**config.mk**
```make
export PLATFORM = sky130hd
export DESIGN_NAME = spike_encoder
export DESIGN_NICKNAME = d
export VERILOG_FILES = /design/src/logic/snn_geom_pkg.sv /design/src/logic/spike_encoder.sv
export SDC_FILE = /design/constraint.sdc
export NUM_CORES = 1
export LEC_CHECK = 0
export BUFFER_PORTS_ARGS = -buffer_cell sky130_fd_sc_hd__buf_2
export CAP_MARGIN = 10
export CORE_MARGIN = 4
export CORE_UTILIZATION = 62
export DETAILED_ROUTE_END_ITERATION = 7
export PLACE_DENSITY = 0.78
export SYNTH_ARGS = -nofsm -noshare
export SYNTH_HDL_FRONTEND = slang
export SYNTH_SLANG_ARGS = --single-unit
```
**constraint.sdc**
```tcl
create_clock -name clk -period 7 [get_ports clk]
set_input_delay 2.1 -clock clk [delete_from_list [all_inputs] [get_ports clk]]
set_output_delay 2.1 -clock clk [all_outputs]
set_load 0.01 [all_outputs]
```
**src/logic/snn_geom_pkg.sv**
```systemverilog
`default_nettype none

package snn_geom_pkg;

    localparam int NUM_PIXELS    = 196;             // 14 x 14 input image
    localparam int NUM_NEURONS   = 10;              // one per output class
    localparam int PIX_IDX_W     = 8;
    localparam int NRN_IDX_W     = 4;
    localparam int DATA_W        = 8;               // pixels, weights, membranes, counts
    localparam int WEIGHT_ADDR_W = 11;              // 1960 weights, pixel * 10 + neuron
    localparam int FIFO_DEPTH    = 16;
    localparam int FIFO_PTR_W    = $clog2(FIFO_DEPTH);

    typedef logic [PIX_IDX_W-1:0] pix_idx_t;
    typedef logic [NRN_IDX_W-1:0] nrn_idx_t;
    typedef logic [DATA_W-1:0]    byte_t;

    // fibonacci lfsr, shifts left, feedback into bit 0
    localparam byte_t LFSR_SEED = 8'h5a;
    localparam byte_t LFSR_TAPS = 8'b1011_1000;     // bits 7, 5, 4, 3

endpackage

`default_nettype wire

```
**src/logic/spike_encoder.sv**
```systemverilog
`default_nettype none

module spike_encoder
    import snn_geom_pkg::*;
(
    input  logic     clk,
    input  logic     rst,
    input  logic     clear_i,
    input  logic     encode_start_i,
    input  logic     pix_we_i,
    input  pix_idx_t pix_addr_i,
    input  byte_t    pix_data_i,
    input  logic     fifo_full_i,
    output logic     push_o,
    output pix_idx_t push_idx_o,
    output logic     encode_done_o
);

    byte_t    pix_mem [NUM_PIXELS];   // image, written over apb
    byte_t    lfsr;
    byte_t    lfsr_next;
    pix_idx_t idx;                    // pixel under test
    logic     active;
    logic     hit;
    logic     advance;

    always_ff @(posedge clk) begin
        if (pix_we_i) pix_mem[pix_addr_i] <= pix_data_i;
    end

    assign lfsr_next  = {lfsr[DATA_W-2:0], ^(lfsr & LFSR_TAPS)};
    assign hit        = lfsr_next < pix_mem[idx];      // spike with prob pixel/256
    assign push_o     = active && hit;
    assign push_idx_o = idx;
    // hold push and index while the fifo is full
    assign advance    = active && !(hit && fifo_full_i);

    always_ff @(posedge clk) begin
        if (rst) begin
            lfsr          <= LFSR_SEED;
            idx           <= '0;
            active        <= 1'b0;
            encode_done_o <= 1'b0;
        end else begin
            encode_done_o <= 1'b0;
            if (clear_i) lfsr <= LFSR_SEED;
            else if (advance) lfsr <= lfsr_next;    // one step per pixel examined
            if (encode_start_i) begin
                active <= 1'b1;
                idx    <= '0;
            end else if (advance) begin
                idx <= idx + 1'b1;
                if (idx == pix_idx_t'(NUM_PIXELS - 1)) begin
                    active        <= 1'b0;
                    encode_done_o <= 1'b1;
                end
            end
        end
    end

endmodule

`default_nettype wire

```
==> metrics.txt <==
Tightest Pin Transition 1.20 ns; drt first pass iters 6; failing checks setup timing; Max Root-Sink Buffers 3; post-route ant nets 0; top cells by count, synth edfxtp_1 (1568), mux4_2 (480), nor2_1 (219), clkbuf_1 (65), mux2i_1 (46); vias in the first global route 31000; Num CTS Buffers 153; DRT iter0 DRCs 5151; CTS HTree Levels 4; worst-skew pair later-pin latency 0.77 ns; max incr delay on CP 0.56 ns; Die Width 324 um; net switching power 3.96 mW; Core Rows 115; P_leak 21.0 nW; GR Overflow Total 0; final period utilization 1.04; pin count of the biggest net entering global routing 134; CTS tree yes; FF+latch count, synth 1594; die footprint 105000 um2; Clock Sink Count 1594; fin worst setup slack -0.253 ns; Slew Limit Headroom 0.195; DR vias/cell 7.21; fin area 69900 um2; NumNets Final 2917; total wire length 157000 um; Root Driver clkbuf_16; Max-Cap Viols 0; RSZ-0062 raised after global routing yes; Max Slew Vio Count 0; Total Routing Usage GR 0.308; die height 324 um; Starting Density 0.627; Synth area leader edfxtp_1; initial antenna violation count 6; Min Clock Period, post-route 7.25 ns; Yosys top cell area share 0.761; Buffers on Ports 31; Top FF cell, synth edfxtp_1; gpl congestion 0.912; Highest Clock Rate 138 MHz; Critical Path Most Common Cell mux4_2; Power Internal 15.1 mW; final clock skew 0.0373 ns; fraction of synthesis flops using an asynchronous set or reset pin 0; dpl cell area 64000 um2; final setup vio count 1; Req. time, crit path 4.90 ns; Post-Syn Area 61900 um2; wire length per cell 36.6 um; CP Capture Type output pin; count leader, synth edfxtp_1; sequential power share 0.550; clock share of power 0.417; Placed Cells 3960; number of distinct library cells after synthesis 56; critical path class reg -> out; syn_area_per_cell 22.8 um2; Syn Nets 2740; Post-Syn Instances 2710; area delta synth->final 12.9%; status complete, but fails checks; Post-synth EDFFs 1568; Seq/Total Area, Yosys 0.769; Yosys Warn Count 0; Final Hold Fails 0; peak supply drop 0.190 mV; Cell Pwr Density 273 nW/um2; Comb pwr share 0.033; CP max stage cell mux4_2; WP data arrival 5.15 ns; Reg clk slew, reported paths 0.06 ns; CP startpoint kind flop; main area contributors after synthesis edfxtp_1 (76%), mux4_2 (17%), nor2_1 (1.3%); Net Sw Frac 0.207; worst path cell trace buf_12, buf_12, buf_16, mux4_2, mux4_2, mux4_2, mux2i_1, nor2_1, a21oi_2, ha_4, o211ai_1, a41oi_2, o41a_1, nand4_4, nor3_4, o21ai_4, and2_4, buf_6; fin cells 4294; first-pass GRT wire length 227000 um; type of the worst min-delay path reg -> reg; DRC 0; Top Ports 32; CORE AREA 98700 um2; post-DP HPWL 87800 um; via count 31000; CP Max Fanout 8; layout cells sized above 1 0.303
-- critical path, delay by kind of cell, from the launching register on --
family                     cells  cell delay [ns]
buffers and inverters          4             0.58
DFF                            1             0.39
muxes                          4             1.81
AOI/OAI and AO/OA              5             0.93
adders and majority gates      1             0.22
and+or+nand+nor                4             0.42
-- final timing paths --
| path | slack [ns] | endpoint | cells past startpoint | start |
|---|---|---|---|---|
| worst min-delay path | 0.52 | active | 2 | active |
| worst min register to register | 0.52 | active | 2 | active |
| worst max-delay path | -0.25 | push_o | 18 | flop |
| worst max register to register | 1.20 | flop | 21 | flop |
-- logic make-up after synthesis --
family	after synthesis	share of synthesized area
adders and majority gates	8	0.00162
and+or+nand+nor	353	0.0253
AOI/OAI and AO/OA	50	0.00572
muxes	544	0.186
buffers and inverters	156	0.0111
DFF	1594	0.769
xor gates and xnor gates	5	0.000708
-- cells in the final DEF (no fill, tap or decap), types with 27 or more instances in the layout --
cell,netlist,final
mux2i_1,46,44
buf_4,5,80
clkbuf_16,0,156
edfxtp_1,1568,1568
buf_12,1,32
mux4_2,480,480
nor2_1,219,219
clkbuf_1,65,37
nand2_1,42,41
clkinv_1,0,27
-- state kept, by name, summed over array words and instances (netlist names), named ones only --
register / flops
encode_done_o: 1
push_idx_o: 8
pix_mem: 1568
lfsr: 8
active: 1
-- timing repair --
item | in CTS | in global routing
buffers inserted | 37 | 12
pin swaps | 14 | 10
endpoints found under the setup margin | 1 | 1
gates cloned | 12 | 1
resized for setup | 58 | 15
hold buffers | 0 | 0
-- metrics by stage --
stage	setup TNS, ns	power, mW	util	hold slack (ns)	setup WS [ns]
CTS	-0.226	19.1	0.707	0.520	-0.226
global placement	0	11.2	0.649	0.498	0.0512
detailed placement	0	11.3	0.649	0.496	0.0163
finish	-0.253	19.1	0.708	0.520	-0.253
floorplan	0	11.0	-	0.470	0.419
global route	-0.382	19.6	0.708	0.595	-0.382
-- power groups by stage --
stage | Combinational (mW) | Sequential (mW) | Clock (mW)
finish | 0.628 | 10.5 | 7.97
global route | 0.657 | 10.5 | 8.45
CTS | 0.614 | 10.5 | 7.96
detailed placement | 0.541 | 10.7 | 0
global placement | 0.518 | 10.7 | 0
floorplan | 0.259 | 10.7 | 0
-- layout make-up --
| cell class | instances | area, um2 |
|---|---|---|
| inverters | 2 | 7.51 |
| diodes | 3 | 7.51 |
| fillers | 5350 | 28800 |
| multi-input cells | 960 | 13700 |
| well taps | 1287 | 1610 |
| flip-flops and latches | 1594 | 47600 |
| clock inverters | 79 | 713 |
| repair buffers | 176 | 2180 |
| clock buffers | 193 | 4030 |
-- routing by layer --
layer | track usage | part of all wire
met5 | 0 | 0.00026
met4 | 0.122 | 0.044
met3 | 0.0721 | 0.12
met2 | 0.482 | 0.49
met1 | 0.431 | 0.35
Power figures use the tool's default switching activity.
