==> config.mk <==
export PLATFORM = sky130hd
export DESIGN_NAME = spike_fifo
export DESIGN_NICKNAME = d
export VERILOG_FILES = /design/src/logic/snn_geom_pkg.sv /design/src/logic/spike_fifo.sv
export SDC_FILE = /design/constraint.sdc
export NUM_CORES = 1
export LEC_CHECK = 0
export ABC_AREA = 1
export CORE_AREA = 2 2 123 125
export DETAILED_ROUTE_END_ITERATION = 8
export DIE_AREA = 0 0 125 127
export DONT_BUFFER_PORTS = 1
export PLACE_DENSITY = 0.56
export SLEW_MARGIN = 20
export SYNTH_ARGS = -nofsm -noshare
export SYNTH_HDL_FRONTEND = slang
export SYNTH_SLANG_ARGS = --single-unit
export TNS_END_PERCENT = 100
==> constraint.sdc <==
create_clock -name clk -period 2.6 [get_ports clk]
set_clock_uncertainty 0.05 [all_clocks]
set_input_delay 0.13 -clock clk [delete_from_list [all_inputs] [get_ports clk]]
set_output_delay 0.13 -clock clk [all_outputs]
set_load 0.03 [all_outputs]
==> src/logic/snn_geom_pkg.sv <==
`default_nettype none

package snn_geom_pkg;

    localparam int NUM_PIXELS    = 196;             // 14 x 14 input image
    localparam int NUM_NEURONS   = 10;              // one per output class
    localparam int PIX_IDX_W     = 8;
    localparam int NRN_IDX_W     = 4;
    localparam int DATA_W        = 8;               // pixels, weights, membranes, counts
    localparam int WEIGHT_ADDR_W = 11;              // 1960 weights, pixel * 10 + neuron
    localparam int FIFO_DEPTH    = 16;
    localparam int FIFO_PTR_W    = $clog2(FIFO_DEPTH);

    typedef logic [PIX_IDX_W-1:0] pix_idx_t;
    typedef logic [NRN_IDX_W-1:0] nrn_idx_t;
    typedef logic [DATA_W-1:0]    byte_t;

    // fibonacci lfsr, shifts left, feedback into bit 0
    localparam byte_t LFSR_SEED = 8'h5a;
    localparam byte_t LFSR_TAPS = 8'b1011_1000;     // bits 7, 5, 4, 3

endpackage

`default_nettype wire

==> src/logic/spike_fifo.sv <==
`default_nettype none

module spike_fifo
    import snn_geom_pkg::*;
(
    input  logic     clk,
    input  logic     rst,
    input  logic     push_i,
    input  pix_idx_t push_idx_i,
    input  logic     pop_i,
    output logic     full_o,
    output logic     empty_o,
    output pix_idx_t head_o
);

    pix_idx_t              mem [FIFO_DEPTH];
    logic [FIFO_PTR_W-1:0] wr_ptr, rd_ptr;
    logic [FIFO_PTR_W:0]   count;                 // occupancy, 0..depth
    logic                  do_push, do_pop;

    assign full_o  = count == FIFO_DEPTH;
    assign empty_o = count == '0;
    assign head_o  = mem[rd_ptr];
    assign do_push = push_i && !full_o;
    assign do_pop  = pop_i && !empty_o;

    always_ff @(posedge clk) begin
        if (do_push) mem[wr_ptr] <= push_idx_i;
    end

    always_ff @(posedge clk) begin
        if (rst) begin
            wr_ptr <= '0;
            rd_ptr <= '0;
            count  <= '0;
        end else begin
            if (do_push) wr_ptr <= wr_ptr + 1'b1;   // wraps at depth
            if (do_pop) rd_ptr <= rd_ptr + 1'b1;
            count <= count + do_push - do_pop;
        end
    end

endmodule

`default_nettype wire

==> summary.md <==
| Metric | Value |
|---|---|
| Switching share of power | a little under a third |
| Synthesized area per cell | about 10 sq um |
| CP Launch Type | flip-flop |
| Final period util | 93.4% |
| WL/cell | between 15 and 20 um |
| Worst Hold Class | in2reg |
| Sequential area share after synthesis | 65.0% |
| Delay-heaviest family, CP | adder cells |
| Fmax | around 400 MHz |
| I/O Buffers | 0 |
| Internal | around 4700 uW |
| GPL Wtd Cong | about 0.77 |
| Die height | approximately 130 um |
| Yosys reg bits | between 100 and 150 |
| Via count | 4272 |
| Final ANT Viol Nets | 0 |
| Area delta synth->final | 14.9% |
| Max incr delay on CP | 350 ps |
| Final setup TNS | 0 ps |
| Die width | 125 um |
| Clock transition at path regs | 60 ps |
| TritonRoute pass-1 iters | 5 |
| Max IR drop VDD | 0.000455 V |
| Largest net degree at the start of global routing | 65 |
| Die footprint | around 16000 sq um |
| Sequential power share | 40.1% |
| GRT overflow | 0 |
| Mapped Nets | 674 |
| CP cell instances | inv_1 -> ha_1 -> nand4_1 -> nand2_2 -> inv_1 -> ha_1 -> inv_1 -> ha_1 -> fa_2 -> nand2_1 -> a21oi_1 -> nor2_1 -> nand2_1 -> nand2_1 -> nor2_1 |
| Hold slack | 427 ps |
| First-pass GRT wire length | 23.0 mm |
| Post-Synthesis Cells | 650 |
| Run status | completed |
| P_sw | roughly 2100 uW |
| Slew of the pin with the lowest slew margin | between 700 and 800 ps |
| Worst slack at placement | 148 ps |
| Iter 0 DRT Violations | 350 |
| Pwr Density | 921 nW/um^2 |
| Root Driver | clkbuf_16 |
| WP buf/inv | 3 |
| Synth Warn # | 0 |
| Clock share of power | 35.2% |
| Leak pwr | 0.00322 uW |
| Layout cell share with drive strength beyond 1 | 8.09% |
| Number of global-route vias before repair | about 4100 |
| Initial antenna violation count | 0 |
| Row count | 44 |
| Setup violations, final | 0 |
| Final WL | 14.4 mm |
| Clk buf depth | 2 |
| Core ar. | 14400 sq um |
| Tot GR Track Use | 19.2% |
| Critical Path End Type | flip-flop |
| Inserted Diodes | 0 |
| Tot Pwr | 6810 uW |
| Final worst setup slack | 172 ps |
| Final min period | 2430 ps |
| Netlist Area Pre-Place | 6430 sq um |
| Max-Cap Viols | 0 |
| CTS tree | yes |
| Clk sinks | 145 |
| Clock latency at the later pin of the worst-skew pair | between 400 and 500 ps |
| Initial core utilization | 44.6% |
| CP Max Fanout | 3 |
| Slew margin rel. | 47.1% |
| Worst endpoint required time | 2860 ps |
| Fin nets | 703 |
| Final Hold Fails | 0 |
| H-tree depth | 4 |
| Critical-path top delay cell | fa_2 |
| Area after DPL | 6660 sq um |
| Post-DR vias/cell | ~4.9 |
| Detail Placement HPWL | 8.81 mm |
| Fin area | 7390 sq um |
| Netlist cell types | 18 |
| I/O Pins | 22 |
| CP arrival | 2690 ps |
| Final Slew Violations | 0 |
| Cts bufs inserted | 17 |
| Combinational share of power | approximately 25% |
| Kind of critical path | reg2reg |
| Drc violations | 0 |
-- cell type report --
class	count	area [sq um]
flip-flops and latches	145	4190
fillers	1312	7030
clock inverters	2	10.0
multi-input cells	359	1630
well taps	184	230
repair buffers	34	295
clock buffers	30	588
inverters	122	458
-- final timing paths --
path | depth (start not counted) | slack, ps | from | to
worst min-delay path | 2 | 430 | rst | count[0]$_SDFF_PP0_
worst min register to register | 2 | 490 | rd_ptr[2]$_SDFFE_PP0N_ | rd_ptr[2]$_SDFFE_PP0N_
worst max register to register | 15 | 170 | count[3]$_SDFF_PP0_ | count[4]$_SDFF_PP0_
worst max-delay path | 15 | 170 | count[3]$_SDFF_PP0_ | count[4]$_SDFF_PP0_
-- metal layers --
metal	wire [um]	global-route usage, %	vias up
met5	0	0	-
met4	370	8.69	0
met3	581	4.02	22
met2	6650	29.6	99
met1	6770	26.5	2012
li1	-	-	2139
-- placed cells by master (no fill, tap or decap) --
master | netlist | layout
nand2_1 | 193 | 191
edfxtp_1 | 128 | 128
inv_1 | 120 | 120
nand3_1 | 101 | 101
nor2_1 | 39 | 39
buf_4 | 2 | 22
clkbuf_16 | 0 | 20
dfxtp_1 | 17 | 16
ha_1 | 11 | 11
dlygate4sd3_1 | 0 | 11
clkbuf_8 | 0 | 5
clkbuf_1 | 2 | 5
o21ai_0 | 4 | 4
nand4_1 | 3 | 3
xor2_1 | 3 | 3
a21oi_1 | 3 | 3
nand2_2 | 0 | 2
inv_2 | 2 | 2
clkinv_2 | 0 | 2
and3_1 | 1 | 1
fa_2 | 0 | 1
dfxtp_2 | 0 | 1
buf_12 | 0 | 1
-- metrics by stage --
| step | util [%] | std cells |
|---|---|---|
| 2_1_floorplan | - | 650 |
| 3_3_place_gp | 46.2 | 831 |
| 3_5_place_dp | 46.2 | 831 |
| 4_1_cts | 51.1 | 874 |
| 5_1_grt | 51.3 | 876 |
| 6_report | 51.3 | 876 |
-- synth_stat cells --
master	instances	area share [%]
edfxtp_1	128	60
dfxtp_1	17	5.3
clkbuf_1	2	0.12
buf_6	8	1.4
inv_1	120	7.0
inv_2	2	0.12
and3_1	1	0.097
nand4_1	3	0.29
a21oi_1	3	0.23
ha_1	11	2.1
nand2_1	193	11
nand3_1	101	7.9
fa_1	1	0.31
o21ai_0	4	0.31
buf_2	12	0.93
nor2_1	39	2.3
xor2_1	3	0.41
buf_4	2	0.23
-- power groups by stage --
stage / logic [uW] / clock network (uW) / registers, uW
3_3_place_gp: 1560 / 0 / 2770
3_5_place_dp: 1610 / 0 / 2780
6_report: 1680 / 2400 / 2730
5_1_grt: 1910 / 2530 / 2740
2_1_floorplan: 1290 / 0 / 2760
4_1_cts: 1680 / 2430 / 2730
-- registers in the layout, summed over array words and instances (netlist names), named ones only --
name	flops
mem	128
count	5
rd_ptr	4
wr_ptr	4
-- logic make-up after synthesis --
kind of cell	after synthesis	share of synthesized area, %
compound gates	7	0.544
xor+xnor	3	0.408
fa+ha+maj	12	2.45
flops	145	65.0
simple gates	337	21.8
buf+inv	146	9.80
-- repair_timing --
action,4_1_cts,5_1_grt
endpoints found under the setup margin,0,1
hold buffers,11,0
gates resized for setup,0,3
setup buffers,0,2
hold endpoints to repair,145,0
No activity file was read; power rests on OpenSTA's default activity.
