### src/logic/snn_geom_pkg.sv
`default_nettype none

package snn_geom_pkg;

    localparam int NUM_PIXELS    = 196;             // 14 x 14 input image
    localparam int NUM_NEURONS   = 10;              // one per output class
    localparam int PIX_IDX_W     = 8;
    localparam int NRN_IDX_W     = 4;
    localparam int DATA_W        = 8;               // pixels, weights, membranes, counts
    localparam int WEIGHT_ADDR_W = 11;              // 1960 weights, pixel * 10 + neuron
    localparam int FIFO_DEPTH    = 16;
    localparam int FIFO_PTR_W    = $clog2(FIFO_DEPTH);

    typedef logic [PIX_IDX_W-1:0] pix_idx_t;
    typedef logic [NRN_IDX_W-1:0] nrn_idx_t;
    typedef logic [DATA_W-1:0]    byte_t;

    // fibonacci lfsr, shifts left, feedback into bit 0
    localparam byte_t LFSR_SEED = 8'h5a;
    localparam byte_t LFSR_TAPS = 8'b1011_1000;     // bits 7, 5, 4, 3

endpackage

`default_nettype wire

### src/logic/timestep_ctrl.sv
`default_nettype none

module timestep_ctrl
    import snn_geom_pkg::*;
(
    input  logic  clk,
    input  logic  rst,
    input  logic  start_i,
    input  byte_t steps_i,
    input  logic  encode_done_i,
    input  logic  fifo_empty_i,
    input  logic  fetch_idle_i,
    input  logic  leak_done_i,
    output logic  encode_start_o,
    output logic  leak_start_o,
    output logic  clear_o,
    output logic  busy_o,
    output logic  done_o
);

    typedef enum logic [2:0] {IDLE, ENCODE, DRAIN, LEAK, FINISH} ctrl_state_e;

    ctrl_state_e state;
    byte_t       step_cnt;      // timesteps completed

    assign busy_o = (state == ENCODE) || (state == DRAIN) || (state == LEAK);

    always_ff @(posedge clk) begin
        if (rst) begin
            state          <= IDLE;
            step_cnt       <= '0;
            encode_start_o <= 1'b0;
            leak_start_o   <= 1'b0;
            clear_o        <= 1'b0;
            done_o         <= 1'b0;
        end else begin
            encode_start_o <= 1'b0;
            leak_start_o   <= 1'b0;
            clear_o        <= 1'b0;
            case (state)
                IDLE, FINISH: if (start_i) begin
                    clear_o  <= 1'b1;               // wipe membranes, counts, reseed
                    done_o   <= 1'b0;
                    step_cnt <= '0;
                    if (steps_i == '0) begin
                        state  <= FINISH;           // nothing to run
                        done_o <= 1'b1;
                    end else begin
                        state          <= ENCODE;
                        encode_start_o <= 1'b1;
                    end
                end
                ENCODE: if (encode_done_i) state <= DRAIN;
                // wait for queued spikes and in-flight weights
                DRAIN: if (fifo_empty_i && fetch_idle_i) begin
                    state        <= LEAK;
                    leak_start_o <= 1'b1;
                end
                LEAK: if (leak_done_i) begin
                    if (step_cnt == steps_i - 8'd1) begin
                        state  <= FINISH;
                        done_o <= 1'b1;             // held until next start
                    end else begin
                        step_cnt       <= step_cnt + 8'd1;
                        state          <= ENCODE;
                        encode_start_o <= 1'b1;
                    end
                end
                default: state <= IDLE;
            endcase
        end
    end

endmodule

`default_nettype wire

### config.mk
export PLATFORM = sky130hd
export DESIGN_NAME = timestep_ctrl
export DESIGN_NICKNAME = d
export VERILOG_FILES = /design/src/logic/snn_geom_pkg.sv /design/src/logic/timestep_ctrl.sv
export SDC_FILE = /design/constraint.sdc
export NUM_CORES = 1
export LEC_CHECK = 0
export BUFFER_PORTS_ARGS = -buffer_cell sky130_fd_sc_hd__clkbuf_2
export CAP_MARGIN = 20
export CORE_MARGIN = 2
export CORE_UTILIZATION = 51
export CTS_BUF_LIST = sky130_fd_sc_hd__clkbuf_8
export CTS_CLUSTER_DIAMETER = 30
export DETAILED_ROUTE_END_ITERATION = 16
export HOLD_SLACK_MARGIN = 0.15
export PLACE_DENSITY_LB_ADDON = 0.15
export SYNTH_ARGS = -nofsm -noshare
export SYNTH_HDL_FRONTEND = slang
export SYNTH_SLANG_ARGS = --single-unit
export TNS_END_PERCENT = 10
### constraint.sdc
create_clock -name clk -period 1.8 [get_ports clk]
set_clock_uncertainty 0.1 [all_clocks]
set_input_delay 0.09 -clock clk [delete_from_list [all_inputs] [get_ports clk]]
set_output_delay 0.09 -clock clk [all_outputs]
set_load 0.05 [all_outputs]
==> results.txt <==
Outcome -> finished with violations
Violated checks -> setup timing
Height of the die -> 48.5 um
Tcrit/Tclk final -> 107%
Switching part of the total -> 40.2%
Worst VDD drop -> 1.05 mV
Multi-input gate area -> 756 um2
Number of H-tree levels -> 1
Die Wd -> 48.5 um
Clock root buffer -> clkbuf_8
Req. time, crit path -> 1890 ps
Peak per-stage delay on the critical path -> 530 ps
Int Pwr -> 0.764 mW
Static power due to leakage -> 0.632 nW
Wire length of the first global-routing pass -> 4.62 mm
Worst path cell trace -> clkbuf_2 -> or4_4 -> or3_4 -> nand4b_4 -> nor4_4 -> buf_6 -> or4_4 -> a21oi_2
Post-synthesis average cell area -> 8.49 um2
Areal power density over the cells -> 840 nW/um2
Pre-CTS setup slack -> -424 ps
CP Buf/Inv Count -> 2
Largest buffer count on any clock path -> 2
Stages on the worst setup path -> 8
Share of synthesized flip-flops with an asynchronous set or reset -> 0%
First-pass DRT Iterations -> 4
Achievable clock frequency -> 521 MHz
Sink count of the clock tree -> 15
Final hold violation count -> 0
Cell family with the largest share of critical-path delay -> simple AND/OR/NAND/NOR gates
Final worst setup slack -> -118 ps
Clock transition time at the flip-flop clock pins of the worst setup and hold paths -> 60 ps
Final standard cell utilization of the core -> 79.2%
Global route overflow -> 0
CTS tree -> done
Data arrival time at the worst-slack endpoint -> 2000 ps
Area of the die -> 2350 um2
Number of rows created at floorplan -> 16
Final Max Tran Viols -> 0
Net switching power -> 0.514 mW
Fin nets -> 193
Comb power frac -> 47.1%
Share of the synthesized area in the top cell type -> 29.7%
Largest driver fanout on the critical path -> 14
DR DRC count -> 0
Number of antenna violations at the first check in global routing -> 0
Yosys warns -> 0
Most used flip-flop cell after synthesis -> dfxtp_1
Number of maximum-capacitance constraint violations -> 0
Power share of the sequential group -> 31.3%
Number of buffers inserted during clock tree synthesis -> 3
I/O pin cnt -> 20
Leading cell types by count after synthesis -> dfxtp_1 (15), a21oi_1 (14), nor2_1 (9)
Leading post-synthesis cells by cell area -> dfxtp_1 (30%), a21oi_1 (6.9%), xnor2_1 (5.2%), ha_1 (3.7%), xor2_1 (3.5%)
Final non-filler cell total -> 201
Combined area of all synthesized cells -> 1010 um2
Power consumption -> 1.28 mW
Worst-Margin Slew -> 323 ps
Max-slew headroom -> 78.3%
Min Tclk post-route -> 1920 ps
Most common cell in the synthesized netlist -> dfxtp_1
Most Frequent Cell on Critical Path -> or4_4
Initial core utilization -> 52.5%
Number of nets produced by synthesis -> 137
Layout cells sized above 1 -> 39.7%
Part of the total power dissipated in the clock network -> 21.6%
Area inside the core boundary -> 1920 um2
Placer's final routability congestion estimate -> 0.880
Count of endpoints failing setup in the final report -> 8
HP Class -> in -> reg
Unrepaired setup endpoints after global routing -> true
IO Port Bufs -> 19
Routed wire length per instance -> 13.3 um
Critical Path Start Type -> primary input
HPWL after detailed placement -> 1.86 mm
Largest net degree at the start of global routing -> 15
Number of placed instances with taps included -> 189
Cell at the slowest stage of the critical path -> or4_4
Number of synthesized flops with an enable pin -> 0
Vias -> 1111
Number of distinct library cells after synthesis -> 36
Layout area overhead -> 50.7%
Kind of capture point of the worst setup path -> flop
Sequential area share after synthesis -> 29.7%
Skew-Pair Late Insertion Delay -> 250 ps
Diodes inserted -> 0
DRC marker count from the first detailed-route iteration -> 23
Remaining number of nets flagged by the antenna check after routing -> 0
Synth area leader -> dfxtp_1
Number of synthesized register bits -> 15
Fill cell count -> 141
WHS Path Cells -> 4
Detailed Route WL -> 2.67 mm
WS Path Type -> in -> reg
Via-per-instance ratio -> 5.53
Via count of the first global-routing pass -> 1068
Area occupied by registers -> 302 um2
Synth Instances -> 119
Number of cells traversed by the worst register-to-register path -> 7
GRT Total Usage -> 24.8%
[sequential cells by signal, summed over array words and instances, names as in the netlist]
register / flops
clear_o: 1
done_o: 1
encode_start_o: 1
leak_start_o: 1
state: 3
step_cnt: 8
[cell usage in the layout, fill, tap and decap left out, types with 2 or more instances in the layout]
cell | netlist | final
o21ai_0 | 6 | 6
nand3_1 | 5 | 5
nor3_1 | 5 | 5
dfxtp_1 | 15 | 14
o31ai_1 | 2 | 2
xor2_1 | 4 | 4
dlygate4sd3_1 | 0 | 6
ha_1 | 3 | 2
clkbuf_2 | 0 | 19
a21oi_1 | 14 | 13
o21ai_1 | 2 | 2
xnor2_2 | 0 | 2
and2_1 | 2 | 2
nand2_1 | 8 | 8
inv_1 | 2 | 2
nand4_1 | 3 | 3
or3_1 | 5 | 4
xnor2_1 | 6 | 4
nor2b_1 | 2 | 2
or4_4 | 0 | 2
buf_4 | 0 | 28
clkbuf_8 | 0 | 3
nor2_1 | 9 | 9
a211oi_1 | 3 | 3
or4_1 | 4 | 2
[metal layers]
metal | global-route usage [%] | part of all wire (%) | vias up
met5 | 0 | 0 | -
met4 | 5.71 | 1.4 | 0
met3 | 4.01 | 4.3 | 7
met2 | 43.3 | 49 | 34
met1 | 32.2 | 46 | 518
li1 | - | - | 552
[cell type report]
cell class	instances	share of cell area, %
Multi-Input combinational cell	99	49.7
Timing Repair Buffer	54	24.8
Sequential cell	15	19.8
Clock buffer	3	2.71
Tap cell	27	2.22
Inverter	2	0.493
Clock inverter	1	0.329
[metrics by stage]
step	hold WS, ps	area, um2	TNS (ps)
floorplan	121	1050	-636
global placement	223	1360	-3000
detailed placement	242	1360	-4230
CTS	171	1510	-384
global route	205	1520	-1290
finish	170	1520	-392
[final timing paths]
| check | from | end | slack [ps] |
|---|---|---|---|
| setup reg to reg | step_cnt[5] | step_cnt[5] | -100 |
| hold / removal | encode_done_i | state[1] | 170 |
| hold reg to reg | done_o | done_o | 400 |
| setup / recovery | steps_i[3] | step_cnt[5] | -120 |
[power by group through the flow]
stage	clock, mW	sequential, mW	combinational [mW]
global placement	0	0.405	0.558
floorplan	0	0.465	0.314
global route	0.294	0.407	0.650
finish	0.276	0.400	0.602
detailed placement	0	0.407	0.565
CTS	0.276	0.400	0.594
[cell families after synthesis]
logic type | count (synthesis) | synth area share, %
buf+inv | 5 | 2.60
flops | 15 | 29.7
simple gates | 52 | 30.5
compound gates | 33 | 22.1
xor+xnor | 11 | 11.4
fa+ha+maj | 3 | 3.72
[tightest hold or removal path, cell delays in order]
cell,delay [ps]
clkbuf_2,70
nor2b_1,130
a22oi_1,130
nor3_1,60
[repair_timing]
| action | 4_1_cts | 5_1_grt |
|---|---|---|
| setup buffers | 3 | 0 |
| gates resized for setup | 5 | 4 |
| hold endpoints to repair | 6 | 0 |
| endpoints found under the setup margin | 11 | 12 |
| pin swaps | 4 | 3 |
| hold buffers | 6 | 0 |
No activity file was read; power rests on OpenSTA's default activity.
