<file path="src/logic/snn_geom_pkg.sv">
`default_nettype none

package snn_geom_pkg;

    localparam int NUM_PIXELS    = 196;             // 14 x 14 input image
    localparam int NUM_NEURONS   = 10;              // one per output class
    localparam int PIX_IDX_W     = 8;
    localparam int NRN_IDX_W     = 4;
    localparam int DATA_W        = 8;               // pixels, weights, membranes, counts
    localparam int WEIGHT_ADDR_W = 11;              // 1960 weights, pixel * 10 + neuron
    localparam int FIFO_DEPTH    = 16;
    localparam int FIFO_PTR_W    = $clog2(FIFO_DEPTH);

    typedef logic [PIX_IDX_W-1:0] pix_idx_t;
    typedef logic [NRN_IDX_W-1:0] nrn_idx_t;
    typedef logic [DATA_W-1:0]    byte_t;

    // fibonacci lfsr, shifts left, feedback into bit 0
    localparam byte_t LFSR_SEED = 8'h5a;
    localparam byte_t LFSR_TAPS = 8'b1011_1000;     // bits 7, 5, 4, 3

endpackage

`default_nettype wire

</file>
<file path="src/logic/snn_regs_pkg.sv">
`default_nettype none

package snn_regs_pkg;

    localparam int APB_ADDR_W  = 16;
    localparam int WORD_ADDR_W = APB_ADDR_W - 2;   // 32-bit words

    // control registers, word addresses (byte address >> 2)
    typedef enum logic [WORD_ADDR_W-1:0] {
        REG_BETA       = 14'h0000,  // leak factor, membrane * beta / 256
        REG_VTH        = 14'h0001,  // firing threshold
        REG_STEPS      = 14'h0002,  // timesteps per inference
        REG_START      = 14'h0003,  // any write kicks off an inference
        REG_STATUS     = 14'h0004,  // bit 0 busy, bit 1 done
        REG_COUNT_BASE = 14'h0008   // ten spike counts follow
    } reg_addr_e;

    // memory windows, byte addresses, one byte per word
    localparam logic [APB_ADDR_W-1:0] IMG_BASE = 16'h0400;
    localparam logic [APB_ADDR_W-1:0] WGT_BASE = 16'h1000;

endpackage

`default_nettype wire

</file>
<file path="src/logic/apb_regs.sv">
`default_nettype none

module apb_regs
    import snn_geom_pkg::*;
    import snn_regs_pkg::*;
(
    input  logic                      clk,
    input  logic                      rst,
    input  logic                      psel_i,
    input  logic                      penable_i,
    input  logic                      pwrite_i,
    input  logic [APB_ADDR_W-1:0]     paddr_i,
    input  logic [31:0]               pwdata_i,
    output logic [31:0]               prdata_o,
    output logic                      pready_o,
    output logic                      pslverr_o,
    input  logic                      busy_i,
    input  logic                      done_i,
    output nrn_idx_t                  count_rd_idx_o,
    input  byte_t                     count_rd_data_i,
    output logic                      pix_we_o,
    output pix_idx_t                  pix_addr_o,
    output logic                      wgt_we_o,
    output logic [WEIGHT_ADDR_W-1:0]  wgt_addr_o,
    output byte_t                     wr_data_o,
    output byte_t                     beta_o,
    output byte_t                     vth_o,
    output byte_t                     steps_o,
    output logic                      start_o
);

    logic [WORD_ADDR_W-1:0] word;
    logic [WORD_ADDR_W-1:0] cnt_off;
    logic [APB_ADDR_W-1:0]  img_off;
    logic [APB_ADDR_W-1:0]  wgt_off;
    logic in_img, in_wgt, in_cnt, in_reg;
    logic access, wr_en;

    assign word    = paddr_i[APB_ADDR_W-1:2];
    assign img_off = paddr_i - IMG_BASE;            // wraps high below the window
    assign wgt_off = paddr_i - WGT_BASE;
    assign cnt_off = word - REG_COUNT_BASE;

    assign in_img = img_off[APB_ADDR_W-1:2] < NUM_PIXELS;
    assign in_wgt = wgt_off[APB_ADDR_W-1:2] < NUM_PIXELS * NUM_NEURONS;
    assign in_cnt = cnt_off < NUM_NEURONS;
    assign in_reg = word inside {REG_BETA, REG_VTH, REG_STEPS, REG_START, REG_STATUS};

    assign access    = psel_i && penable_i;
    assign pready_o  = 1'b1;                        // no wait states
    // unmapped address, or any write while an inference runs
    assign pslverr_o = access && (!(in_img || in_wgt || in_cnt || in_reg) ||
                                  (pwrite_i && busy_i));
    assign wr_en     = access && pwrite_i && !pslverr_o;

    // memory write steering
    assign pix_we_o   = wr_en && in_img;
    assign pix_addr_o = img_off[PIX_IDX_W+1:2];
    assign wgt_we_o   = wr_en && in_wgt;
    assign wgt_addr_o = wgt_off[WEIGHT_ADDR_W+1:2];
    assign wr_data_o  = pwdata_i[DATA_W-1:0];

    assign count_rd_idx_o = cnt_off[NRN_IDX_W-1:0];

    always_ff @(posedge clk) begin
        if (rst) begin
            beta_o  <= '0;
            vth_o   <= '0;
            steps_o <= '0;
            start_o <= 1'b0;
        end else begin
            start_o <= wr_en && (word == REG_START);   // one-cycle pulse
            if (wr_en) begin
                case (word)
                    REG_BETA:  beta_o  <= wr_data_o;
                    REG_VTH:   vth_o   <= wr_data_o;
                    REG_STEPS: steps_o <= wr_data_o;
                    default: ;                       // status, counts read only
                endcase
            end
        end
    end

    // readback mux, memories are write only
    always_comb begin
        prdata_o = '0;
        if (in_cnt) begin
            prdata_o[DATA_W-1:0] = count_rd_data_i;
        end else begin
            case (word)
                REG_BETA:   prdata_o[DATA_W-1:0] = beta_o;
                REG_VTH:    prdata_o[DATA_W-1:0] = vth_o;
                REG_STEPS:  prdata_o[DATA_W-1:0] = steps_o;
                REG_STATUS: prdata_o[1:0]        = {done_i, busy_i};
                default: ;
            endcase
        end
    end

endmodule

`default_nettype wire

</file>
<file path="config.mk">
export PLATFORM = sky130hd
export DESIGN_NAME = apb_regs
export DESIGN_NICKNAME = d
export VERILOG_FILES = /design/src/logic/snn_geom_pkg.sv /design/src/logic/snn_regs_pkg.sv /design/src/logic/apb_regs.sv
export SDC_FILE = /design/constraint.sdc
export NUM_CORES = 1
export LEC_CHECK = 0
export BUFFER_PORTS_ARGS = -buffer_cell sky130_fd_sc_hd__buf_2
export CAP_MARGIN = 20
export CELL_PAD_IN_SITES_DETAIL_PLACEMENT = 0
export CELL_PAD_IN_SITES_GLOBAL_PLACEMENT = 1
export CORE_MARGIN = 2
export CORE_UTILIZATION = 24
export DETAILED_ROUTE_END_ITERATION = 6
export PLACE_DENSITY_LB_ADDON = 0.2
export SLEW_MARGIN = 20
export SYNTH_ARGS = -nofsm -noshare
export SYNTH_HDL_FRONTEND = slang
export SYNTH_SLANG_ARGS = --single-unit
</file>
<file path="constraint.sdc">
create_clock -name clk -period 2.1 [get_ports clk]
set_input_delay 0.42 -clock clk [delete_from_list [all_inputs] [get_ports clk]]
set_output_delay 0.42 -clock clk [all_outputs]
set_load 0.05 [all_outputs]
</file>
==> results of run 1 <==
[worst paths after layout]
check	from	to	slack [ns]	cells past startpoint
setup reg to reg	steps_o[0]$_SDFFE_PP0P_	steps_o[0]$_SDFFE_PP0P_	1.45	2
hold reg to reg	beta_o[2]$_SDFFE_PP0P_	beta_o[2]$_SDFFE_PP0P_	0.53	2
hold / removal	pwdata_i[4]	beta_o[4]$_SDFFE_PP0P_	0.43	3
setup / recovery	paddr_i[12]	prdata_o[2]	-0.27	9
[through the flow]
stage	setup TNS [ns]	hold slack, ns
after detailed placement	-9.95	0.506
final	-2.33	0.432
after CTS	-2.30	0.431
after global placement	-9.49	0.496
after floorplan	-5.68	0.567
after global routing	-3.46	0.445
[layout make-up]
class                   count  area [um^2]  share of cell area, %
inverters                   6         30.0                   1.02
repair buffers            147          993                   33.6
clock inverters             1         5.00                  0.169
multi-input cells         163         1250                   42.4
clock buffers               3         41.3                   1.40
flip-flops and latches     25          500                   16.9
well taps                 105          131                   4.45
[worst max-delay path: stages]
cell and delay, ns:
buf_8 0.08, clkinvlp_4 0.09, ha_4 0.18, xnor2_2 0.12, nand4_1 0.14, a2111oi_4 0.42
buf_6 0.19, a22o_2 0.17, buf_8 0.14
[layer usage]
layer,track usage [%],share of wire [%],vias up
met1,18.0,47,882
met3,2.15,7.1,7
met2,22.2,45,93
li1,-,-,952
met4,2.54,1.2,0
met5,0,0,-
[sequential cells by signal, summed over array words and instances, names as in the netlist]
signal	count
steps_o	8
beta_o	8
start_o	1
vth_o	8
[timing repair]
item	in CTS	in global routing
gates resized for setup	47	11
pin swaps	13	10
buffers inserted	4	4
setup endpoints to repair	12	33
[Yosys cell counts (3+ instances only)]
library cell / n / share of area, %
a21oi_1: 7 / 1.8
nor2_1: 35 / 6.6
nor4_4: 3 / 3.2
buf_1: 3 / 0.57
nand4_1: 4 / 1.3
mux2i_1: 32 / 16
a22o_1: 6 / 2.7
xnor2_1: 4 / 1.8
o21ai_0: 8 / 2.0
dfxtp_1: 25 / 25
inv_1: 6 / 1.1
nor3_1: 3 / 0.76
nand2_1: 10 / 1.9
ha_1: 3 / 1.9
clkbuf_1: 3 / 0.57
buf_4: 54 / 20
[kinds of logic after synthesis]
logic type      count (synthesis)
simple gates                   72
buf+inv                        67
mux                            32
compound gates                 27
flops                          25
xor+xnor                        4
fa+ha+maj                       3
other cells                     2
[power by group through the flow]
stage	Clock, mW	Sequential (mW)	Combinational, mW
after floorplan	0	0.485	0.367
after global placement	0	0.485	0.437
after detailed placement	0	0.485	0.436
after CTS	0.297	0.474	0.460
after global routing	0.317	0.474	0.489
final	0.290	0.474	0.462
==> impl_metrics.json, run 1 <==
{
  "run_status": "finished, violations left",
  "violations": "setup timing",
  "yosys-mux-area-fraction_pct": 16.2,
  "p_seq_share_pct": 38.7,
  "grt_pass1_vias": 1859,
  "timing.final.ws_setup_ns": -0.274,
  "worstPathArrival_ns": 1.95,
  "combPwrFrac_pct": 37.7,
  "hold_violations": 0,
  "synth.ff_latch_count": 25,
  "vias_per_cell": 4.30,
  "crit_fanout": 8,
  "nFillCells": 880,
  "antennaDiodeCount": 0,
  "final_cell_mix": "88 x buf_2, 40 x buf_4, 32 x mux2i_1",
  "grt_max_degree": 26,
  "hold_buffers": 0,
  "start_kind": "input port",
  "portBuffers": 103,
  "final_cells": 450,
  "fin_crit_ns": 2.37,
  "cts_root_buf": "clkbuf_8",
  "synth_ff_type": "dfxtp_1",
  "finalCritPeriodShare_pct": 113,
  "stdcell_area_um2": 2960,
  "die_x_um": 94.8,
  "wl_per_cell_um": 13.5,
  "yosys_warnings": 0,
  "worstHoldPathType": "in2reg",
  "endpoint_kind": "output pin",
  "top_level_ports": 155,
  "drtPass1Iterations": 4,
  "drt-total-wl_mm": 6.09,
  "syn_area_um2": 1980,
  "fp.coreArea_um2": 8090,
  "cts_buffer_depth": 2,
  "synth.avg_cell_area_um2": 8.54,
  "crit_required_ns": 1.68,
  "power.total_mw": 1.23,
  "final_max_slew_viol_count": 0,
  "cts.clk_slew.worst_paths_ns": 0.09,
  "p_leak_nw": 1.36,
  "synthArstFlopShare_pct": 0,
  "drt_iter0_markers": 57,
  "drc_errors": 0,
  "setup_viol": 9,
  "clock-sinks": 25,
  "powerDensity_nw_per_um2": 415,
  "core.rowCount": 33,
  "synth-compound-area-share_pct": 10.1,
  "post-route-util_pct": 36.5,
  "gp_congestion": 0.784,
  "initial_core_util_pct": 24.5,
  "h-tree-depth": 1,
  "crit_type": "in2out",
  "layout-drive-gt1-share_pct": 54.5,
  "grt_setup_unrepaired": "true",
  "yosysSeqAreaShare_pct": 25.3,
  "max-cap-violations": 0,
  "layout_commonest_cell": "buf_2",
  "dp_hpwl_mm": 4.73,
  "grt-ovfl-total": 0,
  "fin_skew_ns": 0,
  "internal_power_uw": 729,
  "sw_frac_of_total_pct": 40.5,
  "clk_latency_ns": 0.27,
  "syn2layout_area_growth_pct": 49.2,
  "synthSimpleGateAreaFrac_pct": 21.4,
  "cts_buffers": 3,
  "dp_cells": 442,
  "die_y_um": 94.8,
  "die-area_um2": 9000,
  "grt_usage_pct": 13.2,
  "clkPwrFrac_pct": 23.6,
  "synth_xor_area_share_pct": 1.77,
  "nNetsFinal": 412,
  "place_ws_ns": -0.501,
  "ys_types": 38,
  "power.switching_uw": 496,
  "ant_nets": 0,
  "cts_tree": "yes",
  "antenna_found_initial": 0,
  "synth_edf_count": 0,
  "fmax_mhz": 421,
  "synth_fa_ha_area_share_pct": 1.90,
  "irDropWorstVdd_mv": 0.295,
  "synthCells": 232,
  "synth_top_family_by_area": "buffers and inverters",
  "grt_first_pass_wirelength_mm": 9.37,
  "vias": 1934,
  "placed_area_um2": 2660
}
No activity file was read; power rests on OpenSTA's default activity.
==> run 2: changes to the inputs <==
--- a/config.mk
+++ b/config.mk
@@ -11,6 +11,7 @@
 export CELL_PAD_IN_SITES_GLOBAL_PLACEMENT = 1
 export CORE_MARGIN = 2
 export CORE_UTILIZATION = 24
+export CTS_BUF_LIST = sky130_fd_sc_hd__clkbuf_16
 export DETAILED_ROUTE_END_ITERATION = 6
 export PLACE_DENSITY_LB_ADDON = 0.2
 export SLEW_MARGIN = 20
==> impl_metrics.json, run 2 (same netlist as run 1, synthesis figures left out) <==
{
  "top_level_ports": 155,
  "cpPeakStageDelay_ns": 0.42,
  "crit_fanout": 8,
  "stdcell_area_um2": 2990,
  "portBuffers": 103,
  "final_cell_mix": "88 x buf_2, 39 x buf_4, 32 x mux2i_1",
  "drt-total-wl_mm": 6.10,
  "dp_hpwl_mm": 4.73,
  "wl_per_cell_um": 13.5,
  "grt_usage_pct": 13.3,
  "cts_buffer_depth": 2,
  "cts.clk_slew.worst_paths_ns": 0.06,
  "min_path_cells": 3,
  "crit_path_top_delay_cell": "a2111oi_4",
  "die-area_um2": 9000,
  "r2r_slack_ns": 1.46,
  "placed_area_um2": 2660,
  "h-tree-depth": 1,
  "grt_pass1_vias": 1865,
  "drtPass1Iterations": 4,
  "grt_max_degree": 26,
  "die_x_um": 94.8,
  "initial_core_util_pct": 24.5,
  "holdPathEnd": "beta_o[4]$_SDFFE_PP0P_",
  "fin_skew_ns": 0,
  "layout-drive-gt1-share_pct": 54.5,
  "clock-sinks": 25,
  "fp.coreArea_um2": 8090,
  "worstHoldPathType": "in2reg",
  "p_leak_nw": 1.38,
  "start_kind": "input port",
  "nNetsFinal": 412,
  "powerDensity_nw_per_um2": 454,
  "vias_per_cell": 4.27,
  "cpMostUsedCell": "buf_8",
  "reg2reg_from": "steps_o[0]$_SDFFE_PP0P_",
  "nFillCells": 875,
  "syn2layout_area_growth_pct": 51.1,
  "core.rowCount": 33,
  "irDropWorstVdd_mv": 0.222,
  "setup_viol": 9,
  "hold_violations": 0,
  "max-cap-violations": 0,
  "drt_iter0_markers": 52,
  "cts_root_buf": "clkbuf_16",
  "fin_crit_ns": 2.38,
  "run_status": "finished, violations left",
  "setup_tns_ns": -2.35,
  "violations": "setup timing",
  "rr_worst_depth": 2,
  "hold_buffers": 0,
  "grt_setup_unrepaired": "true",
  "endpoint_kind": "output pin",
  "path_buf_inv": 4,
  "cp_top_family": "compound AO/OA/AOI/OAI gates",
  "antenna_found_initial": 0,
  "gp_congestion": 0.784,
  "ant_nets": 0,
  "drc_errors": 0,
  "timing.final.ws_setup_ns": -0.277,
  "grt-ovfl-total": 0,
  "cts_buffers": 3,
  "cts_tree": "yes",
  "antennaDiodeCount": 0,
  "fmax_mhz": 421,
  "finalCritPeriodShare_pct": 113,
  "grt_first_pass_wirelength_mm": 9.39,
  "worstPathCellList": "buf_8 -> clkinvlp_4 -> ha_4 -> xnor2_2 -> nand4_1 -> a2111oi_4 -> buf_6 -> a221o_2 -> buf_8",
  "vias": 1923,
  "final_max_slew_viol_count": 0,
  "hold_start": "pwdata_i[4]",
  "crit_type": "in2out",
  "clk_latency_ns": 0.26,
  "r2r_end": "steps_o[0]$_SDFFE_PP0P_",
  "layout_commonest_cell": "buf_2",
  "place_ws_ns": -0.501,
  "crit_required_ns": 1.68,
  "die_y_um": 94.8,
  "top_regs": "beta_o (8), steps_o (8), vth_o (8)",
  "worstPathArrival_ns": 1.96
}
[run 2: changes by cell type in the layout (fill, tap and decap cells not counted)]
cell	before	now
clkbuf_16	0	3
clkbuf_8	3	0
buf_4	40	39
buf_6	10	11
[run 2: worst register-to-register path: cells and delay by family, from the launching register on]
kind	cells	cell delay, ns
DFF	1	0.34
muxes	1	0.13
and+or+nand+nor	1	0.05
[run 2: worst max path at each step]
| stage | start | to | slack (ns) | depth (start not counted) |
|---|---|---|---|---|
| finish | paddr_i[12] | prdata_o[1] | -0.28 | 9 |
| global route | paddr_i[12] | prdata_o[2] | -0.37 | 9 |
| CTS | paddr_i[12] | prdata_o[0] | -0.28 | 9 |
| detailed placement | paddr_i[5] | prdata_o[0] | -0.50 | 9 |
| global placement | paddr_i[5] | prdata_o[1] | -0.47 | 9 |
| floorplan | paddr_i[12] | prdata_o[0] | -0.52 | 6 |
[run 2: stage by stage]
stage	hold slack, ns	utilization [%]	total power [mW]	cells
2_1_floorplan	0.567	-	0.852	255
3_3_place_gp	0.496	32.9	0.922	442
3_5_place_dp	0.506	32.9	0.921	442
4_1_cts	0.446	36.1	1.37	448
5_1_grt	0.463	37.0	1.42	450
6_report	0.445	37.0	1.36	450
[run 2: timing repair]
action                     in CTS  in global routing
gates resized for setup        47                 12
setup endpoints to repair      16                 34
setup buffers                   4                  4
pin swaps                      13                 11
[run 2: layout make-up]
cell class	count	area, um^2	share of cell area, %
clock inverters	1	5.00	0.167
flip-flops and latches	25	500	16.7
inverters	6	30.0	1.00
multi-input cells	163	1250	41.9
repair buffers	147	997	33.3
well taps	105	131	4.39
clock buffers	3	75.1	2.51
[run 2: metal layers]
layer	routed length, um	track usage [%]	vias to the layer above
li1	-	-	953
met4	59	2.90	0
met3	460	2.15	4
met5	0	0	-
met2	2760	22.2	84
met1	2810	18.0	882
[run 2: where the power goes]
group	total, mW	internal, mW	switching, mW
clock network	0.424	0.256	0.168
registers	0.474	0.474	0.00000148
logic	0.462	0.123	0.339
==> run 3: changes to the inputs <==
--- a/config.mk
+++ b/config.mk
@@ -14,6 +14,7 @@
 export CTS_BUF_LIST = sky130_fd_sc_hd__clkbuf_16
 export DETAILED_ROUTE_END_ITERATION = 6
 export PLACE_DENSITY_LB_ADDON = 0.2
+export REMOVE_ABC_BUFFERS = 1
 export SLEW_MARGIN = 20
 export SYNTH_ARGS = -nofsm -noshare
 export SYNTH_HDL_FRONTEND = slang
==> impl_metrics.json, run 3 (same netlist as run 1, synthesis figures left out) <==
{
  "finalCritPeriodShare_pct": 112,
  "vias": 1918,
  "clk_latency_ns": 0.25,
  "antennaDiodeCount": 0,
  "ant_nets": 0,
  "worstPathCellList": "buf_4 -> nor3_4 -> buf_4 -> a21oi_4 -> nand2_2 -> a2111oi_4 -> buf_6 -> a22o_1 -> buf_6",
  "multiInputGateArea_um2": 1250,
  "cts.clk_slew.worst_paths_ns": 0.06,
  "timing.final.ws_setup_ns": -0.248,
  "dp_hpwl_mm": 4.70,
  "crit_required_ns": 1.68,
  "path_buf_inv": 4,
  "cpPeakStageDelay_ns": 0.39,
  "cts_root_buf": "clkbuf_16",
  "drc_errors": 0,
  "final_max_slew_viol_count": 0,
  "fp.coreArea_um2": 8090,
  "top_regs": "beta_o (8), steps_o (8), vth_o (8)",
  "setup_viol": 9,
  "layout-drive-gt1-share_pct": 52.2,
  "p_leak_nw": 1.40,
  "start_kind": "input port",
  "drtPass1Iterations": 4,
  "worstHoldPathType": "in2reg",
  "max-cap-violations": 0,
  "final_cell_mix": "84 x buf_2, 37 x buf_4, 32 x nor2_1",
  "cts_tree": "yes",
  "cp_top_family": "compound AO/OA/AOI/OAI gates",
  "endpoint_kind": "output pin",
  "top_level_ports": 155,
  "drt-total-wl_mm": 6.28,
  "grt_pass1_vias": 1881,
  "grt_max_degree": 26,
  "cts_buffers": 3,
  "irDropWorstVdd_mv": 0.202,
  "run_status": "finished, violations left",
  "crit_fanout": 8,
  "initial_core_util_pct": 24.5,
  "clock-sinks": 25,
  "die_x_um": 94.8,
  "hold_violations": 0,
  "grt-ovfl-total": 0,
  "whs_ns": 0.446,
  "grt_usage_pct": 13.6,
  "place_ws_ns": -0.507,
  "wl_per_cell_um": 13.9,
  "nNetsFinal": 412,
  "grt_setup_unrepaired": "true",
  "vias_per_cell": 4.26,
  "syn2layout_area_growth_pct": 52.3,
  "grt_first_pass_wirelength_mm": 9.58,
  "powerDensity_nw_per_um2": 456,
  "nFillCells": 848,
  "drt_iter0_markers": 41,
  "cts_buffer_depth": 2,
  "area.sequential_um2": 500,
  "die-area_um2": 9000,
  "gp_congestion": 0.778,
  "fin_skew_ns": 0,
  "worstPathArrival_ns": 1.93,
  "fin_crit_ns": 2.35,
  "portBuffers": 103,
  "layout_commonest_cell": "buf_2",
  "h-tree-depth": 1,
  "core.rowCount": 33,
  "crit_path_top_delay_cell": "a2111oi_4",
  "power.total_mw": 1.37,
  "violations": "setup timing",
  "crit_type": "in2out",
  "fmax_mhz": 426,
  "die_y_um": 94.8,
  "antenna_found_initial": 1
}
-- run 3: changes by cell type in the layout (fill, tap and decap cells not counted), sizes merged --
cell / delta
clkinv: -1
inv: +3
clkinvlp: -2
-- run 3: worst paths after layout --
kind / from / endpoint / slack, ns / cells past startpoint
min reg2reg: beta_o[0]$_SDFFE_PP0P_ / beta_o[0]$_SDFFE_PP0P_ / 0.52 / 2
min: pwdata_i[0] / beta_o[0]$_SDFFE_PP0P_ / 0.45 / 3
max reg2reg: beta_o[2]$_SDFFE_PP0P_ / beta_o[2]$_SDFFE_PP0P_ / 1.44 / 2
max: paddr_i[8] / prdata_o[3] / -0.25 / 9
-- run 3: what timing repair did --
action / in CTS / in global routing
buffers inserted: 3 / 1
pin swaps: 17 / 9
hold buffers: 0 / 0
gates cloned: 0 / 0
gates resized for setup: 53 / 24
setup endpoints to repair: 10 / 22
-- run 3: power breakdown --
group	leakage, nW	internal [mW]	switching (mW)
combinational	1.16	0.138	0.343
clock	0.0423	0.255	0.166
sequential	0.201	0.474	0.00000152
-- run 3: tightest hold or removal path, delay by kind of cell --
family                 cells  cell delay [ns]
buffers and inverters      1             0.11
muxes                      1             0.07
and+or+nand+nor            1             0.07
-- run 3: final cells by class --
cell class / instances / share of cell area, %
multi-input cells: 163 / 41.6
repair buffers: 147 / 33.9
flip-flops and latches: 25 / 16.6
well taps: 105 / 4.36
clock buffers: 3 / 2.49
inverters: 6 / 0.912
clock inverters: 1 / 0.124
-- run 3: layer usage --
metal  wire length [um]  vias to the layer above  track usage (%)
met2               2940                       89             22.8
li1                   -                      951                -
met3                467                       10             2.87
met4                104                        2             4.35
met1               2760                      866             17.4
met5                 13                        -                0
-- run 3: through the flow --
step                      cell area (um^2)  std cells  util, %  TNS [ns]
after floorplan                       1630        194        -    -23.49
after global placement                2610        442     32.3     -7.12
after detailed placement              2610        442     32.3     -7.51
after CTS                             2900        449     35.9     -2.16
after global routing                  3020        450     37.3     -2.98
final                                 3020        450     37.3     -1.94
